### src/verilog/dcache_pkg.sv
package dcache_pkg;

    // Cache geometry
    localparam int num_ways       = 4;
    localparam int num_sets       = 16;
    localparam int words_per_line = 4;
    localparam int word_bits      = 32;
    localparam int addr_bits      = 32;

    // Derived widths
    localparam int line_bits     = words_per_line * word_bits;
    localparam int byte_off_bits = 2;
    localparam int word_sel_bits = $clog2(words_per_line);
    localparam int index_bits    = $clog2(num_sets);
    localparam int tag_bits      = addr_bits - index_bits - word_sel_bits - byte_off_bits;
    localparam int way_bits      = $clog2(num_ways);

    typedef logic [word_bits-1:0] word_t;
    // Word 0 sits in the low bits
    typedef logic [line_bits-1:0] line_t;
    typedef logic [way_bits-1:0]  way_idx_t;

    typedef struct packed {
        logic                 is_store;
        logic [addr_bits-1:0] addr;
        word_t                wdata;
    } cpu_req_t;

    typedef struct packed {
        word_t rdata;
    } cpu_resp_t;

    // Refill from L2, line-aligned address
    typedef struct packed {
        logic [addr_bits-1:0] addr;
        line_t                data;
    } l2_fill_t;

    // Dirty victim going back to L2
    typedef struct packed {
        logic [addr_bits-1:0] addr;
        line_t                data;
    } l2_wb_t;

    typedef struct packed {
        logic [index_bits-1:0]    index;
        logic [tag_bits-1:0]      tag;
        logic [word_sel_bits-1:0] word_sel;
        logic                     fill_en;
        logic                     store_en;
        word_t                    wdata;
        line_t                    fill_line;
    } way_cmd_t;

    typedef struct packed {
        logic                hit;
        logic                valid;
        logic                dirty;
        logic [tag_bits-1:0] tag;
        line_t               block;
    } way_status_t;

endpackage

### src/verilog/hit_select.sv
module hit_select
    import dcache_pkg::*;
(
    input  way_status_t [num_ways-1:0] statuses,
    input  logic [word_sel_bits-1:0]   word_sel,
    input  logic [index_bits-1:0]      index,
    input  way_idx_t                   victim_way,
    input  logic                       is_load,
    input  logic                       lookup,
    input  logic                       fill_valid,
    output logic                       hit,
    output way_idx_t                   hit_way,
    output logic [num_ways-1:0]        valid_mask,
    output logic                       resp_valid,
    output cpu_resp_t                  resp,
    output logic                       wb_valid,
    output l2_wb_t                     wb
);

    logic [num_ways-1:0] hit_vec;
    line_t               hit_block;
    way_status_t         victim;

    // One-hot mux over the hit way
    always_comb begin
        hit_way   = '0;
        hit_block = '0;
        for (int w = 0; w < num_ways; w++) begin
            hit_vec[w]    = statuses[w].hit;
            valid_mask[w] = statuses[w].valid;
            hit_block     = hit_block | ({line_bits{statuses[w].hit}} & statuses[w].block);
            if (statuses[w].hit) begin
                hit_way = way_idx_t'(w);
            end
        end
    end

    assign hit        = |hit_vec;
    assign resp.rdata = hit_block[word_sel*word_bits +: word_bits];
    assign resp_valid = lookup && hit && is_load;

    // Old contents of the way about to be refilled
    assign victim   = statuses[victim_way];
    assign wb.addr  = {victim.tag, index, {(word_sel_bits + byte_off_bits){1'b0}}};
    assign wb.data  = victim.block;
    assign wb_valid = fill_valid && victim.valid && victim.dirty;

    // A line lives in at most one way of its set
    multi_hit_check: assert final (lookup !== 1'b1 || $onehot0(hit_vec))
        else $error("hit_select: more than one way hits");

endmodule

### config.mk
export PLATFORM = sky130hd
export DESIGN_NAME = hit_select
export DESIGN_NICKNAME = d
export VERILOG_FILES = /design/src/verilog/dcache_pkg.sv /design/src/verilog/hit_select.sv
export SDC_FILE = /design/constraint.sdc
export NUM_CORES = 1
export LEC_CHECK = 0
export CAP_MARGIN = 10
export CORE_AREA = 10 10 315 317
export DETAILED_ROUTE_END_ITERATION = 6
export DIE_AREA = 0 0 325 327
export DONT_BUFFER_PORTS = 1
export SLEW_MARGIN = 25
export SYNTH_ARGS = -nofsm -noshare
export SYNTH_HDL_FRONTEND = slang
export SYNTH_SLANG_ARGS = --single-unit
### constraint.sdc
create_clock -name vclk -period 1.65
set_input_delay 0.33 -clock vclk [all_inputs]
set_output_delay 0.33 -clock vclk [all_outputs]
set_load 0.005 [all_outputs]
; ---- Word-level counts from Yosys, hierarchy flattened
; Cells that the tools add are included.
[totals]
ff_bits = 0
input_bits = 631
output_inout_bits = 201
elab_cells = 19
[op_classes]
n_lt_le_gt_ge = 1
shift = 1
muxes = 5
n_bitwise = 7
n_reduce_logical = 5
[op_table]
columns = operator, n
row1 = bitwise AND 128 bit, 4
row2 = OR 128 bit, 3
row3 = binary-select mux 155 bit (select 2 bit), 1
row4 = two-way mux 154 bit, 1
row5 = indexed part select 128 x 8 -> 32 bit, 1
row6 = logical AND 1 bit, 4
row7 = two-way mux 2 bit, 2
row8 = OR reduction 4 bit, 1
row9 = "< comparator 2 x 3 -> 1 bit, second input constant", 1
row10 = two-way mux 1 bit, 1

; ---- Depth between registers and ports, before layout
[logic_depth]
ltp_word = 5
depth_mapped = 6
mapped_depth_nobuf = 4

; ---- Worst setup path before layout
; Ideal clock, no wire load.
[synth_timing]
path_kind = input to output
start = input port victim_way[0]
end = output port wb[100] in the netlist's numbering
arrival_time_ns = 1.239
t_required_ns = 1.320
slack_ns = 0.081
stages = 3
path_buffers = 2
path_cell_list = buf_2 buf_4 mux4_2
[synth_lines]
columns = item, line_no
row1 = start: declaration, hit_select.sv:7  ; input way_idx_t victim_way,
row2 = end: declaration, hit_select.sv:17  ; output l2_wb_t wb

==> results.cfg <==
[sta]
worst_slew_pin_slew_ns = 0.554
setup-tns-final_ns = -2.40
setup_ws_ns = -0.135
hold_violations = 0
min_period_ns = 1.78
slew_headroom = 0.631
fmax_mhz = 560
timing.final.crit_share = 1.08
setup_violations = 27
rsz0062_at_grt = yes
report.final.slew_viol_count = 0

[finish]
final_cell_mix = 224 x a22oi_1, 152 x mux4_2, 63 x nand3_1
n_fill_cell = 10731
layout_commonest_cell = a22oi_1
clkbuf_count = 0
area_growth_pct = 33.0
nets = 1277
layout-drive-gt1-share = 0.509
seq_cell_count = 0
seq_area_sq_um = 0
utilization = 0.101

[placed_design]
place_ws_ns = -0.529
port_buffers = 0
post-dp-hpwl_microns = 86200
gp_congestion = 0.887

[pwr]
finalPower_mw = 2.63
power.density_nw_per_um2 = 281
p_seq_frac = 0
p_leak_nw = 2.48
power_frac_clock = 0
combPwrFrac = 1.000
ir_drop_uv = 130
p_int_mw = 1.25
p_sw_frac = 0.526
p_switching_mw = 1.39

[min_path]
hp-class = primary input to output port

[critical_path]
worstSetupStartpointType = primary input
crit_fanout = 130
cp-end-kind = output port
crit_arrival_ns = 1.45
crit_type = primary input to output port
crit_required_ns = 1.32

[global_route]
grt_pass1_wl_microns = 117000
grt_overflow = 0
grt_usage = 0.171
antenna_found_initial = 56
grt_max_degree = 157
grt_pass1_vias = 8420

[detailed_routing]
vias_per_cell = 4.57
dr.pass1.iters = 5
route.vias.total = 8752
wl_per_cell_microns = 51.1
antenna_left = 0
route.detailed.drc = 0
drt-total-wl_microns = 98000
drt_iter0_drc = 924

[synthesis]
ys_types = 23
syn_area_per_cell_sq_um = 10.1
ys_warn_count = 0
yosysSeqAreaShare = 0
synth_cells = 699
syn_area_sq_um = 7050

[die]
fp.dieH_microns = 327
core_area_sq_um = 92800
start_util = 0.0760
io_pins = 832
rows = 112
dieWidth_microns = 325
dieArea_sq_um = 106000

[status]
violations = negative setup slack
outcome = finished with violations

[run]
max-cap-violations = 0

[clock_network]
cts_hold_buffers = 0
what timing repair did:
item | 4_1_cts | 5_1_grt
endpoints found under the hold margin | 0 | 0
pin swaps | 11 | 11
setup endpoints to repair | 32 | 32
gates resized for setup | 115 | 57
gates cloned | 2 | 1
buffers inserted | 2 | 3
per-stage QoR:
step	cells	cell area [sq um]	hold slack, ns
3_3_place_gp	1893	8420	0.660
4_1_cts	1897	9030	0.660
3_5_place_dp	1893	8420	0.660
5_1_grt	1903	9340	0.660
6_report	1917	9380	0.660
2_1_floorplan	702	7060	0.741
critical path, cell delays in order:
cell and delay, ns:
a22oi_1 0.32, nand3_2 0.23, and3_4 0.25, buf_6 0.11
final timing paths:
check / from / end / slack [ns] / cells past startpoint
worst max-delay path: statuses[619] / resp[19] / -0.13 / 4
worst min-delay path: statuses[618] / valid_mask[3] / 0.66 / 0
Yosys cell counts, types with 3 or more instances:
master	n	share of area
a22oi_1	224	0.24
mux4_2	152	0.49
nand3_1	66	0.047
and3_1	65	0.058
buf_2	51	0.036
buf_4	34	0.036
a21oi_1	32	0.023
a221oi_1	32	0.040
clkbuf_1	14	0.0075
buf_6	9	0.014
buf_1	6	0.0032
nand2_1	3	0.0016
power groups by stage:
stage               registers, mW  clock network, mW  logic, mW
floorplan                       0                  0       1.64
global placement                0                  0       2.43
detailed placement              0                  0       2.42
CTS                             0                  0       2.65
global route                    0        0.000000410       2.75
finish                          0         0.00000161       2.63
routing by layer:
metal | global-route usage | wire, microns | vias to the layer above | part of all wire
li1 | - | - | 3070 | -
met1 | 0.189 | 35900 | 4595 | 0.37
met2 | 0.297 | 47300 | 909 | 0.48
met3 | 0.0909 | 12800 | 134 | 0.13
met4 | 0.0168 | 1770 | 44 | 0.018
met5 | 0 | 310 | - | 0.0032
cell type report:
type	count	area [sq um]	area share
inverter	1	3.75	0.000400
multi-input combinational	587	7110	0.758
antenna	19	47.5	0.00507
timing repair buffer	56	648	0.0691
tap	1254	1570	0.167
logic make-up (layout without fill, tap and decap cells):
logic type | after synthesis | after routing | synth area share
buffers and inverters | 115 | 57 | 0.0980
and+or+nand+nor | 139 | 139 | 0.110
other | 1 | 23 | 0.000532
muxes | 152 | 152 | 0.486
AOI/OAI and AO/OA | 292 | 292 | 0.305
Note: power is estimated with default switching activity, not from simulation.
