File: config.mk
export PLATFORM = sky130hd
export DESIGN_NAME = cache_way
export DESIGN_NICKNAME = d
export VERILOG_FILES = /design/src/verilog/dcache_pkg.sv /design/src/verilog/cache_way.sv
export SDC_FILE = /design/constraint.sdc
export NUM_CORES = 2
export LEC_CHECK = 0
export ABC_AREA = 0
export BUFFER_PORTS_ARGS = -buffer_cell sky130_fd_sc_hd__buf_2
export CAP_MARGIN = 5
export CORE_MARGIN = 2
export CORE_UTILIZATION = 30
export DETAILED_ROUTE_END_ITERATION = 12
export HOLD_SLACK_MARGIN = 0.15
export SLEW_MARGIN = 20
export SYNTH_ARGS = -nofsm -noshare
export SYNTH_HDL_FRONTEND = slang
export SYNTH_SLANG_ARGS = --single-unit
File: constraint.sdc
create_clock -name clk -period 5.4 [get_ports clk]
set_input_delay 1.08 -clock clk [delete_from_list [all_inputs] [get_ports clk]]
set_output_delay 1.08 -clock clk [all_outputs]
set_load 0.05 [all_outputs]
File: src/verilog/dcache_pkg.sv
package dcache_pkg;

    // Cache geometry
    localparam int num_ways       = 4;
    localparam int num_sets       = 16;
    localparam int words_per_line = 4;
    localparam int word_bits      = 32;
    localparam int addr_bits      = 32;

    // Derived widths
    localparam int line_bits     = words_per_line * word_bits;
    localparam int byte_off_bits = 2;
    localparam int word_sel_bits = $clog2(words_per_line);
    localparam int index_bits    = $clog2(num_sets);
    localparam int tag_bits      = addr_bits - index_bits - word_sel_bits - byte_off_bits;
    localparam int way_bits      = $clog2(num_ways);

    typedef logic [word_bits-1:0] word_t;
    // Word 0 sits in the low bits
    typedef logic [line_bits-1:0] line_t;
    typedef logic [way_bits-1:0]  way_idx_t;

    typedef struct packed {
        logic                 is_store;
        logic [addr_bits-1:0] addr;
        word_t                wdata;
    } cpu_req_t;

    typedef struct packed {
        word_t rdata;
    } cpu_resp_t;

    // Refill from L2, line-aligned address
    typedef struct packed {
        logic [addr_bits-1:0] addr;
        line_t                data;
    } l2_fill_t;

    // Dirty victim going back to L2
    typedef struct packed {
        logic [addr_bits-1:0] addr;
        line_t                data;
    } l2_wb_t;

    typedef struct packed {
        logic [index_bits-1:0]    index;
        logic [tag_bits-1:0]      tag;
        logic [word_sel_bits-1:0] word_sel;
        logic                     fill_en;
        logic                     store_en;
        word_t                    wdata;
        line_t                    fill_line;
    } way_cmd_t;

    typedef struct packed {
        logic                hit;
        logic                valid;
        logic                dirty;
        logic [tag_bits-1:0] tag;
        line_t               block;
    } way_status_t;

endpackage

File: src/verilog/cache_way.sv
module cache_way
    import dcache_pkg::*;
(
    input  logic        clk,
    input  logic        rst_n,
    input  way_cmd_t    cmd,
    output way_status_t status
);

    // Tag and data storage, one entry per set
    logic [tag_bits-1:0] tag_mem   [num_sets];
    line_t               block_mem [num_sets];

    logic [num_sets-1:0] valid_bits;
    logic [num_sets-1:0] dirty_bits;

    // Combinational read of the indexed set
    assign status.valid = valid_bits[cmd.index];
    assign status.dirty = dirty_bits[cmd.index];
    assign status.tag   = tag_mem[cmd.index];
    assign status.block = block_mem[cmd.index];
    assign status.hit   = valid_bits[cmd.index] && (tag_mem[cmd.index] == cmd.tag);

    always_ff @(posedge clk) begin
        if (cmd.fill_en) begin
            tag_mem[cmd.index]   <= cmd.tag;
            block_mem[cmd.index] <= cmd.fill_line;
        end else if (cmd.store_en) begin
            // Replace only the addressed word
            block_mem[cmd.index][cmd.word_sel*word_bits +: word_bits] <= cmd.wdata;
        end
    end

    always_ff @(posedge clk or negedge rst_n) begin
        if (!rst_n) begin
            valid_bits <= '0;
            dirty_bits <= '0;
        end else if (cmd.fill_en) begin
            valid_bits[cmd.index] <= 1'b1;
            dirty_bits[cmd.index] <= 1'b0;
        end else if (cmd.store_en) begin
            dirty_bits[cmd.index] <= 1'b1;
        end
    end

    // A fill and a store never target the same way in one cycle
    fill_store_excl: assert property (
        @(posedge clk) disable iff (!rst_n)
        !(cmd.fill_en && cmd.store_en)
    ) else $error("cache_way: fill_en and store_en together");

endmodule

# ---- Word level (Yosys, flattened, before mapping)
# Memories as Yosys holds them, arrays and structs flattened.
# Cells that the tools add are included.
dict set report word_totals {
  reg_bits 32
  ram_bits 2432
  inputBits 194
  out_inout_bits 155
  wordCells 286
  mem_count 2
}
dict set report classes {
  n_addsub 1
  order_cmp 2
  n_eq_ne 1
  shifts 2
  mux 141
  bitwise 132
  n_reduce_logical 3
}
# memory depth width read_ports rd_ports_with_merged_regs wr line_no
set memory_table {}
lappend memory_table {block_mem 16 128 1 0 1 cache_way.sv:12} ;# line_t block_mem [num_sets];
lappend memory_table {tag_mem 16 24 1 0 1 cache_way.sv:11} ;# logic [tag_bits-1:0] tag_mem [num_sets];
# cell count
set ops {}
lappend ops {{$mux W1} 135}
lappend ops {{$mux W128} 1}
lappend ops {{$or A1 B1 Y1} 128}
lappend ops {{$shift A32 B34 Y128 const A} 1}
lappend ops {{$shiftx A32 B34 Y128} 1}
lappend ops {{$neg A7 Y34} 1}
lappend ops {{$mux W16} 2}
lappend ops {{$or A16 B16 Y16} 2}
lappend ops {{$eq A24 B24 Y1} 1}
lappend ops {{$and A16 B16 Y16} 1}
lappend ops {{$not A16 Y16} 1}
lappend ops {{$bmux W1 S4} 2}
lappend ops {{$lt A4 B5 Y1 const B} 1}
lappend ops {{$demux W1 S4} 1}
lappend ops {{$ge A4 B1 Y1 const B} 1}
lappend ops {{$logic_and A1 B1 Y1} 2}
lappend ops {{$reduce_bool A2 Y1} 1}

# ---- Longest topological paths before layout
dict set report depth {
  ltp_word 7
  ltp_mapped 13
}

# ---- Worst setup path before layout
# OpenSTA, ideal clock, no wires.
dict set report synth_timing {
  path_kind {input to output}
  startpoint {input cmd[189] (netlist bit)}
  endpoint {output status[154] (netlist bit)}
  arrival_ns 4.649
  t_required_ns 4.320
  setup_slack_ns -0.329
  cell_stages 10
  path_buffers 4
  cell_sequence {buf_6 > buf_12 > buf_12 > buf_12 > mux4_2 > nand2_1 > a31oi_1 > o311ai_1 > or4_1 > a2111oi_2}
}
# element line_no
set synth_rtl {}
lappend synth_rtl {{start: declaration} cache_way.sv:6} ;# input way_cmd_t cmd,
lappend synth_rtl {{end: declaration} cache_way.sv:7} ;# output way_status_t status

==> reports/metrics.yaml <==
worst_setup_path:
  critPathTopFamily: "buffers and inverters"
  path_class: "input port to output pin"
  cpMaxStageDelayCell: "or4_1"
  crit_arrival_ns: 4.11
  cp-start-kind: "input port"
  worstRegToRegCells: 1
  crit_path_cell_trace: "buf_8, buf_12, buf_12, mux4_2, nand2_1, a31oi_1, buf_4, o311ai_1, or4_1, a2111oi_4, buf_2"
  worstPathMaxFanout: 35
  endpoint_kind: "output pin"
  critPathBufInv: 5
  cp.depth: 11
  slowest_delay_ns: 0.60
  crit_top_cell: "buf_12"
  cp.required_ns: 4.32
placed_design:
  port-buffer-count: 348
  pre_cts_ws_ns: 0.229
  placedCellCount: 8444
  gp_congestion: 0.778
  place_area_sq_um: 104000
  place_hpwl_microns: 153000
clock_tree:
  ctsResizeCount: 0
  cts_setup_buffers: 0
  cts_buffers: 248
  clkSinkCount: 2464
  worstSkewPairLatency_ns: 0.92
  cts.hold.buffers_added: 0
  cts_tree: "done"
  cts-root-buf: "clkbuf_16"
  clockBufferDepth: 4
  htreeDepth: 4
  clk_pin_slew_ns: 0.06
final_layout:
  num-fill-cells: 28800
  layout_common_cells: "2,432 x edfxtp_1, 724 x mux4_2, 345 x buf_2"
  final_nets: 4733
  fin_util_pct: 35.4
  final-seq-area_sq_um: 73800
  final_cells: 8912
  multi_input_area_sq_um: 20800
  mostFrequentLayoutCell: "edfxtp_1"
  final_area_sq_um: 112000
  area_growth_pct: 17.4
  drive_gt1_share_pct: 36.1
yosys:
  synth_seq_cells: 2464
  synth-xor-area-share_pct: 0.212
  synth_top_family_by_area: "multiplexers"
  synth-compound-area-share_pct: 1.91
  synth_edf_count: 2432
  synthSimpleGateAreaFrac_pct: 1.14
  synthFlopType: "edfxtp_1"
  ys_async_sr_fraction_pct: 1.30
  syn_nets: 4193
  synthAdderAreaFrac_pct: 0.0657
  synth.cell_area_sq_um: 95200
  muxShareOfSynthArea_pct: 17.9
  yosysWarnings: 0
  syn_area_per_cell_sq_um: 23.8
  yosysUniqueCellTypes: 52
  ys_seq_area_share_pct: 77.6
  synthCells: 3994
floorplan:
  io_pins: 349
  core_sq_um: 315000
  fp.dieH_microns: 567
  die_area_sq_um: 322000
  die_w_microns: 567
  std_cell_rows: 206
  start_util_pct: 30.2
global_route:
  grt.total_usage_pct: 16.8
  grt_pass1_vias: 46900
  grt_pass1_wl_microns: 377000
  grt_max_degree: 121
  grt_remaining_overflow: 0
  antenna_found_initial: 56
pwr:
  pwr-share-clk_pct: 40.8
  ir_drop_v: 0.000326
  p_int_mw: 32.6
  combinationalPowerShare_pct: 7.7
  leakagePower_nw: 34.7
  fin_total_pwr_mw: 42.1
  switching_power_mw: 9.54
  swShare_pct: 22.6
  pwr-share-seq_pct: 51.5
  powerDensity_nw_per_um2: 377
timing:
  setup_tns_ns: 0
  clock.fmax_ghz: 0.193
  hold_viol: 0
  report.final.slew_viol_count: 0
  hold_ws_ns: 0.219
  tightest_slew_ns: 1.12
  worst_slack_ns: 0.206
  max_slew_margin_pct: 24.9
  rsz0062_at_grt: "no"
  setup_violations: 0
  min_period_ns: 5.19
  finClkSkew_ns: 0
  fin_crit_sh_pct: 96.2
drt:
  drtAntennaViolNets: 0
  wl_per_cell_microns: 30.9
  drc: 0
  num_vias: 45900
  firstDrtPassIters: 5
  vias_per_cell: 5.15
  totalWireLength_microns: 275000
  drt_iter0_markers: 4922
outcome:
  outcome: "complete, no violations"
flow_run:
  max_cap_violations: 0
min_path:
  hold_class: "input port to asynchronous set/reset pin"
==> metal layers <==
layer  track usage [%]  routed length [microns]
met5                 0                      126
met4              6.12                     9860
met3              3.47                    21100
met2              27.9                   136000
met1              21.6                   108000
==> registers in the layout, indices dropped and copies added, names as in the netlist, named ones only <==
register / count
block_mem: 2048
tag_mem: 384
valid_bits: 16
==> cells in the mapped netlist, types with 8 or more instances <==
cell type	count	area, sq um
mux4_2	724	16300
a21oi_1	22	110
a22oi_1	17	128
or2_2	16	100
xor2_1	18	158
a22o_1	129	1130
clkbuf_1	91	342
edfxtp_1	2432	73000
buf_4	13	97.6
buf_2	70	350
inv_1	9	33.8
nand3_1	13	65.1
a31oi_1	16	100
nor2_1	96	360
mux2i_1	58	581
o21ai_0	14	70.1
and3_1	12	75.1
buf_6	8	90.1
o21ai_1	14	70.1
and2_1	12	75.1
buf_1	37	139
dfrtp_1	32	801
nand2_1	67	251
mux2_2	9	101
==> power groups by stage <==
| stage | Clock [mW] | Sequential (mW) | Combinational (mW) |
|---|---|---|---|
| finish | 17.2 | 21.7 | 3.25 |
| detailed placement | 0 | 22.1 | 3.31 |
| global placement | 0 | 22.1 | 3.27 |
| CTS | 17.5 | 21.7 | 3.32 |
| floorplan | 0 | 22.0 | 2.04 |
| global route | 18.2 | 21.7 | 3.43 |
==> path summary, 6_finish.rpt <==
path                                   to  slack, ns           start
max                           status[154]       0.21        cmd[188]
max reg2reg                valid_bits[11]       4.60  valid_bits[11]
min reg2reg                valid_bits[14]       0.47  valid_bits[14]
min in group clk           valid_bits[14]       0.47  valid_bits[14]
min                         valid_bits[6]       0.22           rst_n
max in group asynchronous  valid_bits[13]       4.63           rst_n
==> cell type report <==
class / count / area share (%)
antenna: 21 / 0.0470
clock buffer: 288 / 5.77
clock inverter: 159 / 1.45
inverter: 10 / 0.0403
multi-input combinational: 1297 / 18.6
sequential: 2464 / 66.1
tap: 4160 / 4.66
timing repair buffer: 513 / 3.33
==> cells by family (layout without fill, tap and decap cells) <==
group | after synthesis | after routing
AND/OR/NAND/NOR | 241 | 241
flip-flops | 2464 | 2464
AO/OA/AOI/OAI | 235 | 235
XOR/XNOR | 23 | 23
buffers and inverters | 233 | 970
other | 0 | 21
adder cells (fa/ha/maj) | 5 | 5
multiplexers | 793 | 793
Note: power is estimated with default switching activity, not from simulation.
