File: config.mk
export PLATFORM = sky130hd
export DESIGN_NAME = access_control
export DESIGN_NICKNAME = d
export VERILOG_FILES = /design/src/verilog/dcache_pkg.sv /design/src/verilog/access_control.sv
export SDC_FILE = /design/constraint.sdc
export NUM_CORES = 1
export LEC_CHECK = 0
export BUFFER_PORTS_ARGS = -buffer_cell sky130_fd_sc_hd__buf_4
export CAP_MARGIN = 20
export CELL_PAD_IN_SITES_DETAIL_PLACEMENT = 1
export CELL_PAD_IN_SITES_GLOBAL_PLACEMENT = 2
export CORE_AREA = 2 2 410 412
export DETAILED_ROUTE_END_ITERATION = 7
export DIE_AREA = 0 0 412 414
export HOLD_SLACK_MARGIN = 0.15
export PLACE_DENSITY_LB_ADDON = 0.25
export SLEW_MARGIN = 20
export SYNTH_ARGS = -nofsm -noshare
export SYNTH_HDL_FRONTEND = slang
export SYNTH_SLANG_ARGS = --single-unit
File: constraint.sdc
create_clock -name clk -period 4.6 [get_ports clk]
set_clock_uncertainty 0.1 [all_clocks]
set_input_delay 0.92 -clock clk [delete_from_list [all_inputs] [get_ports clk]]
set_output_delay 0.92 -clock clk [all_outputs]
set_load 0.05 [all_outputs]
File: src/verilog/dcache_pkg.sv
package dcache_pkg;

    // Cache geometry
    localparam int num_ways       = 4;
    localparam int num_sets       = 16;
    localparam int words_per_line = 4;
    localparam int word_bits      = 32;
    localparam int addr_bits      = 32;

    // Derived widths
    localparam int line_bits     = words_per_line * word_bits;
    localparam int byte_off_bits = 2;
    localparam int word_sel_bits = $clog2(words_per_line);
    localparam int index_bits    = $clog2(num_sets);
    localparam int tag_bits      = addr_bits - index_bits - word_sel_bits - byte_off_bits;
    localparam int way_bits      = $clog2(num_ways);

    typedef logic [word_bits-1:0] word_t;
    // Word 0 sits in the low bits
    typedef logic [line_bits-1:0] line_t;
    typedef logic [way_bits-1:0]  way_idx_t;

    typedef struct packed {
        logic                 is_store;
        logic [addr_bits-1:0] addr;
        word_t                wdata;
    } cpu_req_t;

    typedef struct packed {
        word_t rdata;
    } cpu_resp_t;

    // Refill from L2, line-aligned address
    typedef struct packed {
        logic [addr_bits-1:0] addr;
        line_t                data;
    } l2_fill_t;

    // Dirty victim going back to L2
    typedef struct packed {
        logic [addr_bits-1:0] addr;
        line_t                data;
    } l2_wb_t;

    typedef struct packed {
        logic [index_bits-1:0]    index;
        logic [tag_bits-1:0]      tag;
        logic [word_sel_bits-1:0] word_sel;
        logic                     fill_en;
        logic                     store_en;
        word_t                    wdata;
        line_t                    fill_line;
    } way_cmd_t;

    typedef struct packed {
        logic                hit;
        logic                valid;
        logic                dirty;
        logic [tag_bits-1:0] tag;
        line_t               block;
    } way_status_t;

endpackage

File: src/verilog/access_control.sv
module access_control
    import dcache_pkg::*;
(
    input  logic                           clk,
    input  logic                           rst_n,
    input  logic                           req_valid,
    input  cpu_req_t                       req,
    input  logic                           fill_valid,
    input  l2_fill_t                       fill,
    input  logic                           hit,
    input  way_idx_t                       hit_way,
    input  logic [num_ways-1:0]            valid_mask,
    input  way_idx_t                       lru_way,
    output way_cmd_t [num_ways-1:0]        cmds,
    output way_idx_t                       victim_way,
    output logic                           lookup,
    output logic                           touch,
    output way_idx_t                       touch_way,
    output logic                           busy,
    output logic                           l2_rd_valid,
    output logic [addr_bits-1:0]           l2_rd_addr
);

    typedef enum logic [1:0] {
        st_idle,
        st_lookup,
        st_miss,
        st_replay
    } state_t;

    state_t   state;
    state_t   state_next;
    cpu_req_t req_q;
    logic     fill_now;

    assign busy     = (state != st_idle);
    assign lookup   = (state == st_lookup) || (state == st_replay);
    assign fill_now = (state == st_miss) && fill_valid;

    // Request is held for the whole miss
    always_ff @(posedge clk) begin
        if (req_valid && !busy) begin
            req_q <= req;
        end
    end

    always_comb begin
        state_next = state;
        case (state)
            st_idle:   if (req_valid) state_next = st_lookup;
            st_lookup,
            st_replay: state_next = hit ? st_idle : st_miss;
            st_miss:   if (fill_valid) state_next = st_replay;
            default:   state_next = st_idle;
        endcase
    end

    always_ff @(posedge clk or negedge rst_n) begin
        if (!rst_n) begin
            state <= st_idle;
        end else begin
            state <= state_next;
        end
    end

    // Lowest invalid way first, otherwise the LRU way
    always_comb begin
        victim_way = lru_way;
        for (int w = num_ways - 1; w >= 0; w--) begin
            if (!valid_mask[w]) begin
                victim_way = way_idx_t'(w);
            end
        end
    end

    assign touch     = (lookup && hit) || fill_now;
    assign touch_way = fill_now ? victim_way : hit_way;

    assign l2_rd_valid = lookup && !hit;
    assign l2_rd_addr  = {req_q.addr[addr_bits-1:byte_off_bits+word_sel_bits],
                          {(byte_off_bits + word_sel_bits){1'b0}}};

    always_comb begin
        for (int w = 0; w < num_ways; w++) begin
            cmds[w].index     = req_q.addr[byte_off_bits+word_sel_bits +: index_bits];
            cmds[w].tag       = req_q.addr[addr_bits-1 -: tag_bits];
            cmds[w].word_sel  = req_q.addr[byte_off_bits +: word_sel_bits];
            cmds[w].wdata     = req_q.wdata;
            cmds[w].fill_line = fill.data;
            cmds[w].fill_en   = fill_now && (victim_way == way_idx_t'(w));
            cmds[w].store_en  = lookup && hit && req_q.is_store && (hit_way == way_idx_t'(w));
        end
    end

    // The L2 answers only the outstanding miss, with its own line
    fill_in_miss: assert property (
        @(posedge clk) disable iff (!rst_n)
        fill_valid |-> (state == st_miss) &&
            (fill.addr[addr_bits-1:byte_off_bits+word_sel_bits] ==
             req_q.addr[addr_bits-1:byte_off_bits+word_sel_bits])
    ) else $error("access_control: unexpected fill");

    no_req_when_busy: assert property (
        @(posedge clk) disable iff (!rst_n)
        req_valid |-> !busy
    ) else $error("access_control: request strobed while busy");

endmodule

* After elaboration in Yosys (flattened, before gate mapping)
Cells that the tools add are included.
** Word-level totals
- Register bits :: 67
- Bits of input ports :: 238
- Output and inout bits :: 808
- Word-level logic and storage cells :: 47
** Operators by class
- Equal/unequal tests :: 11
- Muxes and demuxes :: 9
- Reduce and logical (&&, ||, !) cells :: 23
** Operator list (number)
- 2-to-1 mux 2 bit :: 8
- logical AND 1 bit :: 13
- == test 2 bit, second input constant :: 6
- == test 2 x 1 -> 1 bit, second input constant :: 3
- logical NOT 2 bit :: 3
- case mux 2 bit (3 select lines) :: 1
- != test 2 bit, second input constant :: 2
- logical NOT 1 bit :: 2
- logical OR 1 bit :: 2
- AND reduction 2 bit :: 1
- nonzero test 2 bit :: 1
- OR reduction 2 bit :: 1

* Logic depth before layout (Yosys ltp)
Gate-level depths: netlist of the first run.
- Word-level depth :: 6
- Depth in mapped cells :: 3
- Depth with buffers taken out :: 3

* Worst setup path after synthesis of the first run
No wires, ideal clock.
- Path kind :: input port to output port
- Start :: input valid_mask[3]
- End :: output cmds[737] (netlist name)
- Arrival :: 2.670 ns
- Data required time :: 3.580 ns
- Slack :: 0.910 ns
- Stages on the path :: 3
- Path buffers :: 0
- Cell sequence :: nand2_1 > o221ai_2 > nor4_1
** RTL lines
- start: declaration :: line access_control.sv:12 : input logic [num_ways-1:0] valid_mask,
- end: declaration :: line access_control.sv:14 : output way_cmd_t [num_ways-1:0] cmds,

==> results of run 1 <==
final cells by class:
| cell class | count | area share (%) |
|---|---|---|
| Antenna cell | 2 | 0.0621 |
| Clock buffer | 10 | 2.96 |
| Clock inverter | 6 | 1.43 |
| Inverter | 5 | 0.233 |
| Multi-Input combinational cell | 30 | 2.39 |
| Sequential cell | 65 | 24.1 |
| Tap cell | 2204 | 34.2 |
| Timing Repair Buffer | 370 | 34.6 |
worst paths after layout:
check                                   start  depth (start not counted)                    endpoint  slack (ps)
worst max-delay path            valid_mask[1]                          6                   cmds[737]        1480
worst min-delay path                    rst_n                          1                    state[0]         200
worst min register to register       state[0]                          1                    register         550
min in group clk                     state[0]                          1                    register         550
worst max register to register       state[0]                          4                   cmds[135]        2400
max in group asynchronous               rst_n                          1  asynchronous set/reset pin        4110
synth_stat cells (2+ instances only):
cell,number
inv_1,4
edfxtp_1,63
and3b_1,2
nor2_1,3
nor3_1,3
nand2_1,7
dfrtp_1,2
buf_4,792
where the power goes:
part	internal (mW)	leakage [nW]	total, mW	switching [mW]
clock network	0.545	0.169	0.872	0.327
registers	0.785	0.602	0.957	0.172
logic	0.531	1.91	2.15	1.62
total	1.86	2.68	3.98	2.12
placed cells by master, fill, tap and decap left out, drive strengths merged, types with 2 or more instances in the layout:
cell      n
and3b     2
buf     370
bufinv    3
clkbuf   10
clkinv    2
conb      4
dfrtp     2
diode     2
edfxtp   63
inv       5
nand2     7
nor2      4
nor3      3
state kept, by name, summed over array words and instances (netlist names), named ones only:
register / cells
cmds: 62
req_q: 1
state: 1
logic make-up after synthesis:
kind of cell | after synthesis | synth area share, %
other cells | 1 | 0.0463
simple gates | 22 | 1.70
compound gates | 3 | 0.309
buf+inv | 798 | 73.8
flops | 65 | 24.0
mux | 1 | 0.186
per-layer routing:
metal	track usage, %	vias up	wire, um
met5	0.594	-	161
li1	-	1142	-
met3	3.12	146	6480
met4	3.65	4	3160
met1	2.74	1358	8470
met2	6.29	527	16500
critical path, stage by stage:
cell	delay, ps
buf_4	120
nand2_1	60
o221ai_2	160
nor4_1	400
buf_4	210
buf_4	210
==> results.toml, run 1 <==
[placed_design]
place_area_mm2 = 0.00770
dp.cells = 2674
pre_cts_ws_ps = 1270
port-buffer-count = 367
gp_congestion = 0.635
hpwlAfterDp_mm = 31.0

[route]
vias_per_cell = 1.18
drc = 0
num_vias = 3177
firstDrtPassIters = 4
ant_nets = 0
wl_per_cell_um = 12.9
drt_iter0_markers = 105
routed_wl_mm = 34.8

[yosys]
synth_area_mm2 = 0.00809
syn_avg_cell_area_um2 = 9.09
synth-edff-count = 63
yosys.area.top_type_share_pct = 73.5
synth_area_leader_cell = "buf_4"
synthCells = 890
yosys-top-cells-area = "buf_4 (73%), edfxtp_1 (23%), dfrtp_1 (0.62%), nand2_1 (0.32%), nand3b_4 (0.25%)"
ys_seq_area_share_pct = 24.0
synthArstFlopShare_pct = 3.08
yosysWarnings = 0
ys.flop_type = "edfxtp_1"
synth.distinct_cells = 22
ys_seq_elements = 65

[finish]
multi_input_area_um2 = 193
final_nets = 719
drive_gt1_share_pct = 80.9
area_delta_synth_final_pct = -0.387
fin_util_pct = 4.85
seq_area_mm2 = 0.00194
n_fill_cell = 19900
stdcell_count = 2692
design_area_mm2 = 0.00806

[global_routing]
overflow = 0
grt_max_degree = 32
first_global_vias = 3337
grt_pass1_wl_mm = 40.8
grt_use_total_pct = 3.88
antenna_found_initial = 10

[power]
p_leak_nw = 2.68
p_total_mw = 3.98
ir_worst_vdd_v = 0.000252
power_density_mw_per_mm2 = 494

[die]
core_mm2 = 0.166
fp.dieH_um = 414
dieArea_mm2 = 0.171
io_pins = 1046
dieWidth_um = 412
start_util_pct = 4.87
rows = 150

[critical_path]
endpoint_kind = "primary output"
path_class = "in2out"
critical_path_arrival_ps = 2100
cp-start-kind = "primary input"
path_max_fanout = 6
critPathRequiredTime_ps = 3580

[sta]
hold_viol = 0
setup-violations-final = 0
rsz0062_at_grt = "false"
post-route-period-util_pct = 67.8
slew_viol_final = 0
fin_crit_ps = 3120
setup-tns-final_ps = 0
layout_setup_ws_ps = 1480
tightest_slew_ps = 800
max_freq_mhz = 320
worst_hold_slack_ps = 198
slew_headroom_pct = 46.7

[clock_network]
cts_tree = "built"
cts_resized = 0
htreeDepth = 3
path_clk_slew_ps = 60
clock_latency_ps = 400
numCtsBuffers = 9
cts_sinks = 65
root_buffer = "clkbuf_16"
clockBufferDepth = 2
hold_buffers = 0
post_cts_buffers = 0

[run_status]
status = "finished, final reports clean"

[min_path]
min-delay-path-class = "in2async"

[job]
timing.max_cap.violations = 0
No activity file was read; power rests on OpenSTA's default activity.
==> run 2, diff against run 1 <==
- CORE_AREA: 2 2 410 412 -> 2 2 411 413
- DIE_AREA: 0 0 412 414 -> 0 0 413 415
- clock period: 4.6 -> 3.2 ns (I/O delays scaled with it)
==> run 2 against run 1 <==
Net effect: cell count up 0.15%; global-route usage fell by 0.45 points; register-to-register slack got worse by 1200 ps; critical endpoint is now cmds[161]; power increased by 39%; hold slack better by 140 ps; highest routed layer unchanged; largest power group unchanged; non-clock buffer count grew 6; clock-buffer cell count unchanged.
==> results.toml, run 2 (same netlist as run 1, synthesis figures left out) <==
[run_status]
status = "finished, final reports clean"

[min_path]
min-delay-path-class = "in2reg"

[global_routing]
grt_use_total_pct = 3.43
first_global_vias = 3393
grt_max_degree = 28
grt_pass1_wl_mm = 37.2
overflow = 0
antenna_found_initial = 1

[clock_network]
numCtsBuffers = 9
clockBufferDepth = 2
clock_latency_ps = 360
path_clk_slew_ps = 60
htreeDepth = 3
root_buffer = "clkbuf_16"
post_cts_buffers = 0
cts_sinks = 65
cts_tree = "built"

[critical_path]
critical_path_arrival_ps = 1740
critPathRequiredTime_ps = 2460
path_cells = "nand3b_4 -> nor3b_2 -> buf_4"
path_class = "reg2out"
crit_slowest_cell = "dfrtp_1"
max_stage_delay_ps = 490
cp_top_family = "simple AND/OR/NAND/NOR gates"
endpoint_kind = "primary output"
cp_num_buf_inv = 1
path_max_fanout = 9
cp-start-kind = "register"

[power]
power_density_mw_per_mm2 = 688
p_total_mw = 5.53
ir_worst_vdd_v = 0.000227
p_leak_nw = 2.68

[route]
num_vias = 3062
ant_nets = 0
drc = 0
vias_per_cell = 1.14
drt_iter0_markers = 73
firstDrtPassIters = 4
routed_wl_mm = 30.9
wl_per_cell_um = 11.5

[finish]
area_delta_synth_final_pct = -0.680
final_nets = 725
n_fill_cell = 19900
drive_gt1_share_pct = 80.5
fin_util_pct = 4.82
largest_reg_flops = 62
final_common_cell = "buf_4"
antenna_cells = 0
final_cell_mix = "buf_4 (374), edfxtp_1 (63), clkbuf_16 (9)"

[sta]
setup-tns-final_ps = 0
setup-violations-final = 0
slew_headroom_pct = 64.0
tightest_slew_ps = 539
post-route-period-util_pct = 77.5
max_freq_mhz = 403
fin_crit_ps = 2480
hold_viol = 0
slew_viol_final = 0
rsz0062_at_grt = "false"

[die]
start_util_pct = 4.86
rows = 150
fp.dieH_um = 415
io_pins = 1046
dieArea_mm2 = 0.171
dieWidth_um = 413
core_mm2 = 0.167

[placed_design]
gp_congestion = 0.645
port-buffer-count = 367
hpwlAfterDp_mm = 27.3

[job]
timing.max_cap.violations = 0
run 2: cell count changes in the layout (fill, tap and decap cells not counted):
cell	before	now
buf_4	369	374
bufinv_16	3	1
clkbuf_1	0	1
clkbuf_8	1	0
clkinv_1	0	1
clkinv_2	0	2
clkinv_4	2	0
clkinvlp_4	1	2
diode_2	2	0
dlygate4sd3_1	0	1
run 2: area by class of cell:
cell class              instances  area, um2  share of cell area [%]
flip-flops and latches         65       1940                    24.2
clock inverters                 6       58.8                   0.732
well taps                    2204       2760                    34.3
clock buffers                  10        229                    2.85
repair buffers                376       2840                    35.3
multi-input cells              30        193                    2.40
inverters                       5       18.8                   0.234
run 2: worst reg2reg max path, cell delays in order (launching register included):
cell and delay [ps]:
dfrtp_1 490, nor2_1 240, nand2_1 110, inv_2 410
buf_12 290
run 2: worst paths after layout:
kind	startpoint	endpoint	slack, ps	cells after the start
min in group asynchronous	rst_n	state[0]	530	2
worst max register to register	state[0]	cmds[134]	1240	4
worst max-delay path	state[0]	cmds[161]	720	3
worst min-delay path	req[9]	cmds[137]	340	1
max in group asynchronous	rst_n	asynchronous set/reset pin	2380	2
worst min register to register	register	register	540	2
run 2: per-stage QoR:
stage / worst slack (ps) / cells / cell area [um2] / hold WS [ps]
finish: 719 / 2696 / 8040 / 340
global route: 574 / 2696 / 8040 / 301
CTS: 603 / 2696 / 8040 / 293
detailed placement: 679 / 2679 / 7740 / 337
global placement: 578 / 2679 / 7740 / 334
floorplan: 70.4 / 893 / 8100 / 244
run 2: timing repair:
item,CTS,global route
hold endpoints to repair,2,0
hold buffers,1,0
resized for setup,0,0
run 2: power breakdown:
part	leakage [nW]	internal [mW]	switching (mW)
logic	1.94	0.782	2.35
registers	0.602	1.13	0.241
clock network	0.136	0.598	0.435
total	2.68	2.51	3.02
run 2: layer usage:
metal	track usage, %	wire length [um]	part of all wire (%)	vias up
met5	0.396	93	0.30	-
met4	2.81	2180	7.0	2
met3	2.88	5980	19	123
met2	5.93	15700	51	456
met1	2.22	6940	22	1335
li1	-	-	-	1146
==> run 3, diff against run 2 <==
- ABC_AREA: unset -> 1
- CORE_AREA: 2 2 411 413 -> 2 2 404 406
- DIE_AREA: 0 0 413 415 -> 0 0 406 408
- clock period: 3.2 -> 2.2 ns (I/O delays scaled with it)
==> run 3 against run 2 <==
Net effect: wire length rose by 8.8%; power increased by 53%; non-clock buffer count rose by 67; synthesized area hardly changed; largest power group unchanged.
==> results.toml, run 3 <==
[run_status]
status = "finished, final reports clean"

[placed_design]
hpwlAfterDp_mm = 29.2
pre_cts_ws_ps = 233
port-buffer-count = 367
gp_congestion = 0.598
dp.cells = 2660

[clock_network]
cts_tree = "built"
clock_latency_ps = 390
root_buffer = "clkbuf_16"
htreeDepth = 3
clockBufferDepth = 2
cts_sinks = 65
numCtsBuffers = 9
path_clk_slew_ps = 60

[route]
met1Wirelength_mm = 12.3
drc = 0
routed_wl_mm = 33.6
num_vias = 3504
wl_per_cell_um = 12.2
firstDrtPassIters = 4
highest_layer = "met4"
wl_met3_mm = 4.48
dr_wl_met2_mm = 14.2
drt_iter0_markers = 117
ant_nets = 0
vias_per_cell = 1.27

[yosys]
yosys-top-cells-area = "buf_4 (74%), edfxtp_1 (23%), dfrtp_1 (0.62%), nand2_1 (0.60%), inv_1 (0.42%)"
synthCells = 901
synth-edff-count = 63
synth_area_mm2 = 0.00809
synthArstFlopShare_pct = 3.08
synthTopCellsByCount = "buf_4 (792), edfxtp_1 (63), nand2_1 (13), inv_1 (9), nor2_1 (6)"
syn_avg_cell_area_um2 = 8.98
synth.distinct_cells = 17
ys_seq_area_share_pct = 24.0
yosys.area.top_type_share_pct = 73.5
synth_area_leader_cell = "buf_4"
ys.flop_type = "edfxtp_1"
yosysWarnings = 0
yosysMostFrequentCell = "buf_4"
ys_seq_elements = 65

[finish]
area_delta_synth_final_pct = 7.73
final_cell_mix = "buf_4 (375), dlygate4sd3_1 (64), edfxtp_1 (63)"
largest_reg_flops = 62
final_common_cell = "buf_4"
seq_area_mm2 = 0.00194
stdcell_count = 2749
drive_gt1_share_pct = 70.9
multi_input_area_um2 = 198
final_nets = 803
n_fill_cell = 19200

[global_routing]
grt_max_degree = 48
grt_use_total_pct = 3.92
antenna_found_initial = 18
first_global_vias = 3582
overflow = 0
grt_pass1_wl_mm = 40.0

[job]
timing.max_cap.violations = 0

[die]
core_mm2 = 0.162
io_pins = 1046
dieWidth_um = 406
dieArea_mm2 = 0.166
rows = 148
fp.dieH_um = 408
start_util_pct = 5.00

[min_path]
min-delay-path-class = "in2reg"

[sta]
worst_hold_slack_ps = 257
layout_setup_ws_ps = 99.5
slew_headroom_pct = 62.3
post-route-period-util_pct = 95.5
tightest_slew_ps = 566
hold_viol = 0
slew_viol_final = 0
fin_crit_ps = 2100
setup-violations-final = 0
max_freq_mhz = 476

[power]
internal-power_mw = 3.78
p_leak_nw = 2.99
combPwrFrac_pct = 56.7
netSwitchingFraction_pct = 55.4
switching_power_mw = 4.70
p_clk_share_pct = 19.0
power_density_mw_per_mm2 = 973
ir_worst_vdd_v = 0.000323
power_frac_seq_pct = 24.3

[critical_path]
path_class = "reg2out"
cp-start-kind = "register"
path_max_fanout = 4
critPathRequiredTime_ps = 1660
endpoint_kind = "primary output"
critical_path_arrival_ps = 1560
run 3: cell types whose count changed after synthesis, moves of 2 or more:
| cell | before | now |
|---|---|---|
| nor2_1 | 3 | 6 |
| and3b_1 | 2 | 0 |
| inv_1 | 4 | 9 |
| nand2_1 | 7 | 13 |
run 3: what timing repair did:
| item | CTS | global route |
|---|---|---|
| setup endpoints to repair | 6 | 4 |
| setup buffers | 2 | 3 |
| gates resized for setup | 7 | 4 |
| hold buffers | 64 | 0 |
| pin swaps | 0 | 2 |
| endpoints found under the hold margin | 65 | 0 |
run 3: layout make-up:
cell class	count	area share (%)
flip-flops and latches	65	22.3
well taps	2175	31.2
clock inverters	6	0.675
inverters	11	0.474
repair buffers	443	40.3
multi-input cells	35	2.27
diodes	4	0.115
clock buffers	10	2.63
run 3: power groups by stage:
stage / Clock [mW] / Combinational (mW) / Sequential [mW]
finish: 1.62 / 4.80 / 2.06
global route: 1.80 / 4.98 / 2.10
CTS: 1.82 / 4.85 / 2.08
detailed placement: 0 / 4.68 / 2.10
global placement: 0 / 4.71 / 2.09
floorplan: 0 / 6.65 / 1.84
run 3: worst paths after layout:
| path | from | end | slack [ps] | cells after the start |
|---|---|---|---|---|
| min in group asynchronous | rst_n | asynchronous set/reset pin | 290 | 2 |
| min | hit | register | 260 | 3 |
| max in group asynchronous | rst_n | state[0] | 1610 | 2 |
| max reg2reg | state[0] | cmds[166] | 370 | 4 |
| max | state[0] | cmds[352] | 100 | 5 |
| min reg2reg | register | register | 480 | 1 |
run 3: logic make-up after synthesis:
logic type | Yosys count | synth area share (%)
buffers and inverters | 804 | 74.1
AO/OA/AOI/OAI | 3 | 0.216
flip-flops | 65 | 24.0
AND/OR/NAND/NOR | 28 | 1.67
other | 1 | 0.0464
run 3: critical path: stages, from the launching register on:
cell and delay [ps]:
dfrtp_2 400, nand3_1 70, buf_4 180, nor3_2 170, buf_4 150, buf_4 190
run 3: per-layer routing:
layer	up-vias	GRT usage, %
met5	-	0
met3	163	2.27
met2	508	5.66
met4	0	3.17
li1	1312	-
met1	1521	4.11
run 3: metrics by stage:
stage | utilization [%] | power (mW) | area (um2) | setup TNS (ps)
5_1_grt | 5.38 | 8.88 | 8700 | -1.94
6_report | 5.39 | 8.48 | 8710 | 0
3_5_place_dp | 4.76 | 6.78 | 7700 | 0
4_1_cts | 5.36 | 8.75 | 8670 | -2.19
3_3_place_gp | 4.76 | 6.79 | 7700 | 0
2_1_floorplan | - | 8.49 | 8110 | -2300
